===== src/rtl/fabric_settings.svh =====
`ifndef FABRIC_SETTINGS_SVH
`define FABRIC_SETTINGS_SVH

// Grid size in tiles
`define FABRIC_MX 3
`define FABRIC_MY 2

// One config bit per LUT entry
`define CFG_TILE_BITS 16

// Bus word width
`define CFG_WORD_BITS 32

// Slave base address
`define CFG_BASE_ADDR 32'h3000_0000

// Register offsets from base
`define CFG_REG_DATA 32'h0
`define CFG_REG_CTRL 32'h4
`define CFG_REG_SET 32'h8
`define CFG_REG_STATUS 32'hC

`endif


===== src/rtl/fabric_pkg.sv =====
`include "fabric_settings.svh"

package fabric_pkg;

  // Bus data word
  typedef logic [`CFG_WORD_BITS-1:0] wb_word_t;

  // Bus address
  typedef logic [31:0] wb_addr_t;

  // One bit per column, used for shift strobes and column select
  typedef logic [`FABRIC_MX-1:0] col_mask_t;

  // LUT truth table, bit i is the output for input index i
  typedef logic [`CFG_TILE_BITS-1:0] lut_cfg_t;

  // Shift count within one word
  typedef logic [$clog2(`CFG_WORD_BITS)-1:0] bit_cnt_t;

  // Configurator states
  typedef enum logic [1:0] {
    CFG_IDLE,
    CFG_SHIFT,
    CFG_ACK
  } cfg_state_t;

endpackage


===== src/rtl/cfg_bus_if.sv =====
`timescale 1ns/1ps

interface cfg_bus_if
  import fabric_pkg::*;
  ();

  // Serial config data, bottom of every column chain
  logic cfg_bit;
  // Per-column shift strobes
  col_mask_t shift;
  // Commit shadow chains to active tables
  logic set;
  // Global run enable for tile registers
  logic cen;

  // Configurator FSM
  modport ctrl (
    output shift,
    output set,
    output cen
  );

  // Word serializer, advances on any strobe
  modport src (
    output cfg_bit,
    input  shift
  );

  // Logic tiles only listen
  modport tile (
    input shift,
    input set,
    input cen
  );

endinterface


===== src/rtl/cfg_wishbone_fsm.sv =====
`timescale 1ns/1ps
`include "fabric_settings.svh"

module cfg_wishbone_fsm
  import fabric_pkg::*;
(
  input  logic      wb_clk_i,
  input  logic      reset_i,
  input  logic      wbs_stb_i,
  input  logic      wbs_cyc_i,
  input  logic      wbs_we_i,
  input  wb_addr_t  wbs_addr_i,
  input  wb_word_t  wbs_data_i,
  output logic      wbs_ack_o,
  output wb_word_t  wbs_data_o,
  output logic      load_o,
  output logic      cnt_clear_o,
  input  logic      last_i,
  cfg_bus_if.ctrl   cfg
);

  cfg_state_t state_q;
  logic       cen_q;
  col_mask_t  col_sel_q;
  logic       set_q;
  wb_word_t   rdata_q;
  wb_word_t   rdata_d;
  logic       req;
  logic       hit_data;
  logic       hit_ctrl;
  logic       hit_set;
  logic       hit_status;
  logic       data_wr;

  // New request, only taken while idle
  assign req = wbs_stb_i && wbs_cyc_i && (state_q == CFG_IDLE);

  // Full address match per register, anything else is acked and dropped
  assign hit_data   = wbs_addr_i == wb_addr_t'(`CFG_BASE_ADDR + `CFG_REG_DATA);
  assign hit_ctrl   = wbs_addr_i == wb_addr_t'(`CFG_BASE_ADDR + `CFG_REG_CTRL);
  assign hit_set    = wbs_addr_i == wb_addr_t'(`CFG_BASE_ADDR + `CFG_REG_SET);
  assign hit_status = wbs_addr_i == wb_addr_t'(`CFG_BASE_ADDR + `CFG_REG_STATUS);

  assign data_wr = req && wbs_we_i && hit_data;

  // Word load and count restart share the start of a DATA write
  assign load_o      = data_wr;
  assign cnt_clear_o = data_wr;

  // Main sequencer
  always_ff @(posedge wb_clk_i) begin
    if (reset_i) begin
      state_q <= CFG_IDLE;
      set_q   <= 1'b0;
    end else begin
      case (state_q)
        CFG_IDLE: begin
          if (req) begin
            // No column selected means nothing to shift
            if (data_wr && (col_sel_q != '0)) begin
              state_q <= CFG_SHIFT;
            end else begin
              state_q <= CFG_ACK;
            end
            // Commit strobe lines up with the ack cycle
            set_q <= wbs_we_i && hit_set;
          end
        end
        CFG_SHIFT: begin
          // Counter flags the final bit of the word
          if (last_i) begin
            state_q <= CFG_ACK;
          end
        end
        CFG_ACK: begin
          state_q <= CFG_IDLE;
          set_q   <= 1'b0;
        end
        default: begin
          state_q <= CFG_IDLE;
        end
      endcase
    end
  end

  // CTRL register, bit 0 run enable, upper bits column select
  always_ff @(posedge wb_clk_i) begin
    if (reset_i) begin
      cen_q     <= 1'b0;
      col_sel_q <= '0;
    end else if (req && wbs_we_i && hit_ctrl) begin
      cen_q     <= wbs_data_i[0];
      col_sel_q <= wbs_data_i[`FABRIC_MX:1];
    end
  end

  // Read mux, DATA and SET read as zero
  always_comb begin
    rdata_d = '0;
    if (hit_ctrl) begin
      rdata_d = wb_word_t'({col_sel_q, cen_q});
    end else if (hit_status) begin
      rdata_d = wb_word_t'(cen_q);
    end
  end

  // Read data held through the ack cycle
  always_ff @(posedge wb_clk_i) begin
    if (req) begin
      rdata_q <= rdata_d;
    end
  end

  assign wbs_ack_o  = state_q == CFG_ACK;
  assign wbs_data_o = rdata_q;

  // Strobes only while a word is moving
  assign cfg.shift = (state_q == CFG_SHIFT) ? col_sel_q : '0;
  assign cfg.set   = set_q;
  assign cfg.cen   = cen_q;

  // Ack always answers a request seen the cycle before
  ack_after_request: assert property (@(posedge wb_clk_i) disable iff (reset_i)
    wbs_ack_o |-> $past(wbs_cyc_i && wbs_stb_i));

  // Final bit arrives exactly one word after the request was taken
  shift_lasts_one_word: assert property (@(posedge wb_clk_i) disable iff (reset_i)
    (state_q == CFG_SHIFT && last_i) |->
      ($past(state_q, `CFG_WORD_BITS) == CFG_IDLE) &&
      ($past(state_q, `CFG_WORD_BITS - 1) == CFG_SHIFT));

endmodule


===== src/rtl/cfg_shift_counter.sv =====
`timescale 1ns/1ps
`include "fabric_settings.svh"

module cfg_shift_counter
  import fabric_pkg::*;
(
  input  logic wb_clk_i,
  input  logic reset_i,
  input  logic clear_i,
  input  logic count_en_i,
  output logic last_o
);

  localparam bit_cnt_t LAST_CNT = bit_cnt_t'(`CFG_WORD_BITS - 1);

  bit_cnt_t cnt_q;

  // Shifts done so far in the current word
  always_ff @(posedge wb_clk_i) begin
    if (reset_i || clear_i) begin
      cnt_q <= '0;
    end else if (count_en_i) begin
      // Back to zero after the final bit
      cnt_q <= (cnt_q == LAST_CNT) ? '0 : cnt_q + 1'b1;
    end
  end

  // High during the final shift cycle
  assign last_o = count_en_i && (cnt_q == LAST_CNT);

  // Strobes drop only right after the final bit of a word
  stop_after_last: assert property (@(posedge wb_clk_i) disable iff (reset_i)
    $fell(count_en_i) |-> $past(last_o));

endmodule


===== src/rtl/cfg_serializer.sv =====
`timescale 1ns/1ps

module cfg_serializer
  import fabric_pkg::*;
(
  input  logic     wb_clk_i,
  input  logic     reset_i,
  input  logic     load_i,
  input  wb_word_t data_i,
  cfg_bus_if.src   cfg
);

  wb_word_t word_q;
  logic     advance;

  // Any selected column consumes a bit
  assign advance = |cfg.shift;

  // Word goes out LSB first
  always_ff @(posedge wb_clk_i) begin
    if (reset_i) begin
      word_q <= '0;
    end else if (load_i) begin
      word_q <= data_i;
    end else if (advance) begin
      word_q <= word_q >> 1;
    end
  end

  // Present bit feeds the bottom of every chain
  assign cfg.cfg_bit = word_q[0];

endmodule


===== src/rtl/clb_tile.sv =====
`timescale 1ns/1ps
`include "fabric_settings.svh"

module clb_tile
  import fabric_pkg::*;
#(
  // Column this tile sits in, selects its shift strobe
  parameter int COL = 0
) (
  input  logic     wb_clk_i,
  input  logic     reset_i,
  cfg_bus_if.tile  cfg,
  input  logic     chain_i,
  output logic     chain_o,
  input  logic     south_i,
  input  logic     west_i,
  input  logic     pin_south_i,
  input  logic     pin_west_i,
  output logic     out_o
);

  lut_cfg_t   shadow_q;
  lut_cfg_t   active_q;
  logic       out_q;
  logic       col_shift;
  logic [3:0] lut_idx;

  assign col_shift = cfg.shift[COL];

  // Shadow chain, new bit enters at the top and moves toward bit 0
  always_ff @(posedge wb_clk_i) begin
    if (reset_i) begin
      shadow_q <= '0;
    end else if (col_shift) begin
      shadow_q <= {chain_i, shadow_q[`CFG_TILE_BITS-1:1]};
    end
  end

  // Bit 0 continues to the tile above
  assign chain_o = shadow_q[0];

  // Active table, all tiles commit together
  always_ff @(posedge wb_clk_i) begin
    if (reset_i) begin
      active_q <= '0;
    end else if (cfg.set) begin
      active_q <= shadow_q;
    end
  end

  // LUT address, pins in the upper half
  assign lut_idx = {pin_west_i, pin_south_i, west_i, south_i};

  // Output register frozen while run enable is low
  always_ff @(posedge wb_clk_i) begin
    if (reset_i) begin
      out_q <= 1'b0;
    end else if (cfg.cen) begin
      out_q <= active_q[lut_idx];
    end
  end

  assign out_o = out_q;

  // Commit never overlaps a shift into this column
  set_not_during_shift: assert property (@(posedge wb_clk_i) disable iff (reset_i)
    !(cfg.set && col_shift));

endmodule


===== src/rtl/fabric_top.sv =====
`timescale 1ns/1ps
`include "fabric_settings.svh"

module fabric_top
  import fabric_pkg::*;
(
  input  logic                  wb_clk_i,
  input  logic                  reset_i,
  input  logic                  wbs_stb_i,
  input  logic                  wbs_cyc_i,
  input  logic                  wbs_we_i,
  input  wb_addr_t              wbs_addr_i,
  input  wb_word_t              wbs_data_i,
  output logic                  wbs_ack_o,
  output wb_word_t              wbs_data_o,
  input  col_mask_t             gpio_south_i,
  output col_mask_t             gpio_north_o,
  input  logic [`FABRIC_MY-1:0] gpio_west_i,
  output logic [`FABRIC_MY-1:0] gpio_east_o
);

  cfg_bus_if cfg_bus ();

  logic      ser_load;
  logic      cnt_clear;
  logic      cnt_last;
  // Tile outputs, indexed by row then column
  col_mask_t tile_out [`FABRIC_MY];
  // Shadow chain outputs, top row has no reader
  col_mask_t chain_out [`FABRIC_MY];

  cfg_wishbone_fsm u_fsm (
    .wb_clk_i    (wb_clk_i),
    .reset_i     (reset_i),
    .wbs_stb_i   (wbs_stb_i),
    .wbs_cyc_i   (wbs_cyc_i),
    .wbs_we_i    (wbs_we_i),
    .wbs_addr_i  (wbs_addr_i),
    .wbs_data_i  (wbs_data_i),
    .wbs_ack_o   (wbs_ack_o),
    .wbs_data_o  (wbs_data_o),
    .load_o      (ser_load),
    .cnt_clear_o (cnt_clear),
    .last_i      (cnt_last),
    .cfg         (cfg_bus)
  );

  // Counts every cycle with a live strobe
  cfg_shift_counter u_counter (
    .wb_clk_i   (wb_clk_i),
    .reset_i    (reset_i),
    .clear_i    (cnt_clear),
    .count_en_i (|cfg_bus.shift),
    .last_o     (cnt_last)
  );

  cfg_serializer u_serializer (
    .wb_clk_i (wb_clk_i),
    .reset_i  (reset_i),
    .load_i   (ser_load),
    .data_i   (wbs_data_i),
    .cfg      (cfg_bus)
  );

  // Tile grid, fixed nearest-neighbour routing
  for (genvar x = 0; x < `FABRIC_MX; x++) begin : g_col
    for (genvar y = 0; y < `FABRIC_MY; y++) begin : g_row
      logic chain_in;
      logic south_w;
      logic west_w;

      // Bottom row takes the serial bit and the south pins
      if (y == 0) begin : g_bottom
        assign chain_in = cfg_bus.cfg_bit;
        assign south_w  = gpio_south_i[x];
      end else begin : g_above
        assign chain_in = chain_out[y-1][x];
        assign south_w  = tile_out[y-1][x];
      end

      // West column takes the west pins
      if (x == 0) begin : g_west_edge
        assign west_w = gpio_west_i[y];
      end else begin : g_west_tile
        assign west_w = tile_out[y][x-1];
      end

      clb_tile #(
        .COL (x)
      ) u_tile (
        .wb_clk_i    (wb_clk_i),
        .reset_i     (reset_i),
        .cfg         (cfg_bus),
        .chain_i     (chain_in),
        .chain_o     (chain_out[y][x]),
        .south_i     (south_w),
        .west_i      (west_w),
        .pin_south_i (gpio_south_i[x]),
        .pin_west_i  (gpio_west_i[y]),
        .out_o       (tile_out[y][x])
      );
    end
  end

  // North pins from the top row
  assign gpio_north_o = tile_out[`FABRIC_MY-1];

  // East pins from the last column
  for (genvar y = 0; y < `FABRIC_MY; y++) begin : g_east
    assign gpio_east_o[y] = tile_out[y][`FABRIC_MX-1];
  end

endmodule


===== config.mk =====
export PLATFORM = sky130hd
export DESIGN_NAME = fabric_top
export DESIGN_NICKNAME = d
export VERILOG_FILES = /design/src/rtl/fabric_pkg.sv /design/src/rtl/cfg_bus_if.sv /design/src/rtl/cfg_wishbone_fsm.sv /design/src/rtl/cfg_shift_counter.sv /design/src/rtl/cfg_serializer.sv /design/src/rtl/clb_tile.sv /design/src/rtl/fabric_top.sv
export VERILOG_INCLUDE_DIRS = /design/src /design/src/rtl
export SDC_FILE = /design/constraint.sdc
export NUM_CORES = 1
export LEC_CHECK = 0
export BUFFER_PORTS_ARGS = -buffer_cell sky130_fd_sc_hd__buf_2
export CAP_MARGIN = 5
export CORE_ASPECT_RATIO = 1.2
export CORE_MARGIN = 4
export CORE_UTILIZATION = 30
export DETAILED_ROUTE_END_ITERATION = 10
export PLACE_DENSITY = 0.47
export SLEW_MARGIN = 20
export SYNTH_ARGS = -nofsm -noshare
export SYNTH_HDL_FRONTEND = slang
export SYNTH_SLANG_ARGS = --single-unit

===== constraint.sdc =====
create_clock -name wb_clk_i -period 3.2 [get_ports wb_clk_i]
set_input_delay 0.96 -clock wb_clk_i [delete_from_list [all_inputs] [get_ports wb_clk_i]]
set_output_delay 0.96 -clock wb_clk_i [all_outputs]
set_load 0.05 [all_outputs]

==> qor.yml <==
outcome: "finished clean"
hold_buffers: 0
drc: 0
yosysSeqAreaShare_pct: 47.3
finalCritPeriodShare_pct: 77.3
path_cells: "nor2b_1 -> buf_2"
synth_largest_area_cell: "dfxtp_1"
finalWeightedCongestion: 0.711
htreeDepth: 1
power_per_cell_area_nw_per_um2: 527
p_leak_uw: 0.00355
maxSlewHeadroom_pct: 52.5
dpl.hpwl_um: 13200
cp_slowest_cell: "dfxtp_1"
viasPerCell: 4.68
tns_ns: 0
worstMarginPinSlew_ns: 0.712
cp-end-kind: "output pin"
synth.avg_cell_area_sq_um: 9.00
clockBufferDepth: 3
setup_viol: 0
clockRootBuffer: "clkbuf_16"
die_h_um: 197
first_iter_violations: 445
core_area_sq_um: 29500
antenna_found_initial: 0
min_from: "g_col[1].g_row[0].u_tile.shadow_q[12]"
vias: 6804
critPathMaxStageDelay_ns: 0.39
track_usage_pct: 12.2
fmax_mhz: 404
synthesis.area_sq_um: 8970
rsz0062_at_grt: "false"
dp_cells: 1407
clock-sinks: 210
ant_nets: 0
synth.distinct_cells: 43
synth_top_area_share_pct: 46.0
start_util_pct: 30.4
drv_cap: 0
clk_latency_ns: 0.52
arrival_ns: 1.51
cts-buffers-inserted: 25
die_area_sq_um: 32700
dr.pass1.iters: 4
routedWlPerCell_um: 14.3
pre_cts_slack_ns: 0.378
yosysWarnings: 0
critical_path.max_fanout: 5
ys_ff_latch: 210
cp.required_ns: 2.24
final_max_slew_viol_count: 0
synthTopCellsByArea: "dfxtp_1, nand2_1, mux2i_1, a21oi_1, mux4_2"
power_uw: 5440
area_delta_synth_final_pct: 15.2
row_count: 69
io_buffers: 83
fillers: 3118
cts_setup_buffers: 0
nets: 1120
path_clk_slew_ns: 0.06
grt_first_pass_wirelength_um: 34300
io_pins: 112
crit_start: "u_fsm.state_q[1]"
post_cts_resize_count: 0
skew_ns: 0.0115
setup_slack_ns: 0.726
timing.final.crit_period_ns: 2.47
synthCells: 997
path_class: "reg2out"
num_antenna_cells: 0
final-instance-count-excl-fill: 1453
wirelength_um: 20800
grt_max_degree: 77
grt_pass1_vias: 6536
worstHoldPathType: "reg2reg"
startpoint_type: "flop"
overflow: 0
hold_viol: 0
chipWidth_um: 166
cts_tree: "yes"
rr_startpoint: "u_counter.cnt_q[0]"
drive_above_1_share_pct: 17.7
vdd_drop_max_uv: 371
==> kinds of logic (layout without fill, tap and decap cells) <==
group                      Yosys count  in the layout  share of synthesized area, %
muxes                              121            121                          16.8
AOI/OAI and AO/OA                  175            175                          10.3
DFF                                210            210                          47.3
buffers and inverters              110            149                          6.21
other                                1             28                        0.0418
adders and majority gates            2              2                         0.279
and+or+nand+nor                    378            378                          19.1
==> state kept, by name, indices dropped and copies added (netlist names) <==
register / flops
g_col.g_row.u_tile.out_o: 6
u_fsm.cfg.set: 1
u_fsm.state_q: 2
u_fsm.col_sel_q: 3
u_fsm.cfg.cen: 1
g_col.g_row.u_tile.active_q: 60
g_col.g_row.u_tile.shadow_q: 96
u_counter.cnt_q: 5
u_fsm.wbs_data_o: 4
u_serializer.word_q: 32
==> placed cells by master (no fill, tap or decap), drive strengths merged <==
master | Yosys | routed
nor3 | 6 | 6
mux4 | 15 | 15
mux2 | 29 | 29
buf | 45 | 101
or3 | 1 | 1
a211oi | 5 | 5
or4 | 4 | 4
conb | 1 | 28
a21o | 5 | 5
a22o | 1 | 1
inv | 2 | 3
edfxtp | 4 | 4
clkinv | 0 | 6
or4b | 1 | 1
o21ai | 32 | 32
mux2i | 77 | 77
nand3b | 1 | 1
o31ai | 2 | 2
clkbuf | 63 | 38
a32oi | 2 | 2
nor4 | 9 | 9
and3 | 1 | 1
nand2 | 208 | 208
nand2b | 1 | 1
nor2 | 68 | 68
ha | 2 | 2
nor2b | 30 | 30
nor3b | 1 | 1
nand3 | 36 | 36
nand4 | 2 | 2
bufinv | 0 | 1
dfxtp | 206 | 206
nor4b | 2 | 2
and4bb | 1 | 1
a21oi | 127 | 127
and2 | 6 | 6
o21a | 1 | 1
==> area by class of cell <==
class,instances,area (sq um),share of cell area (%)
repair buffers,101,569,5.51
clock buffers,38,674,6.53
inverters,2,7.51,0.0727
multi-input cells,704,4280,41.4
well taps,390,488,4.72
flip-flops and latches,210,4250,41.1
clock inverters,8,65.1,0.630
==> synthesized netlist by cell type (all sizes together) <==
| master | n |
|---|---|
| inv | 2 |
| nor4b | 2 |
| nor4 | 9 |
| a21oi | 127 |
| nor2 | 68 |
| mux4 | 15 |
| buf | 45 |
| mux2i | 77 |
| ha | 2 |
| and4bb | 1 |
| nand2 | 208 |
| o21a | 1 |
| a211oi | 5 |
| nor3 | 6 |
| nand3b | 1 |
| edfxtp | 4 |
| clkbuf | 63 |
| a32oi | 2 |
| or3 | 1 |
| a22o | 1 |
| mux2 | 29 |
| o31ai | 2 |
| nand2b | 1 |
| and2 | 6 |
| or4 | 4 |
| o21ai | 32 |
| nor3b | 1 |
| nand4 | 2 |
| conb | 1 |
| and3 | 1 |
| nor2b | 30 |
| nand3 | 36 |
| a21o | 5 |
| or4b | 1 |
| dfxtp | 206 |
==> power breakdown <==
part / internal (uW) / switching, uW
Clock: 1530 / 1050
Sequential: 2630 / 2.71
Combinational: 59.1 / 173
==> metrics by stage <==
stage,hold slack [ns],util (%),cell area (sq um)
finish,0.448,35.0,10300
global placement,0.436,32.5,9590
CTS,0.451,35.0,10300
detailed placement,0.442,32.5,9590
floorplan,0.432,-,9070
global route,0.458,35.0,10300
==> critical path: cells and delay by family, from the launching register on <==
family,cells,cell delay [ns]
flops,1,0.39
buf+inv,1,0.33
simple gates,1,0.27
==> layer usage <==
metal | track usage, % | share of wire, %
met5 | 0 | 0
met4 | 2.87 | 2.0
met3 | 2.58 | 4.8
met2 | 20.4 | 46
met1 | 16.3 | 47
==> path summary, 6_finish.rpt <==
kind,to,slack (ns),cells after the start
max,wbs_ack_o,0.73,2
min,g_col[1].g_row[0].u_tile.shadow_q[11],0.45,2
max reg2reg,u_counter.cnt_q[2],1.23,5
min reg2reg,g_col[1].g_row[0].u_tile.shadow_q[11],0.45,2
No activity file was read; power rests on OpenSTA's default activity.
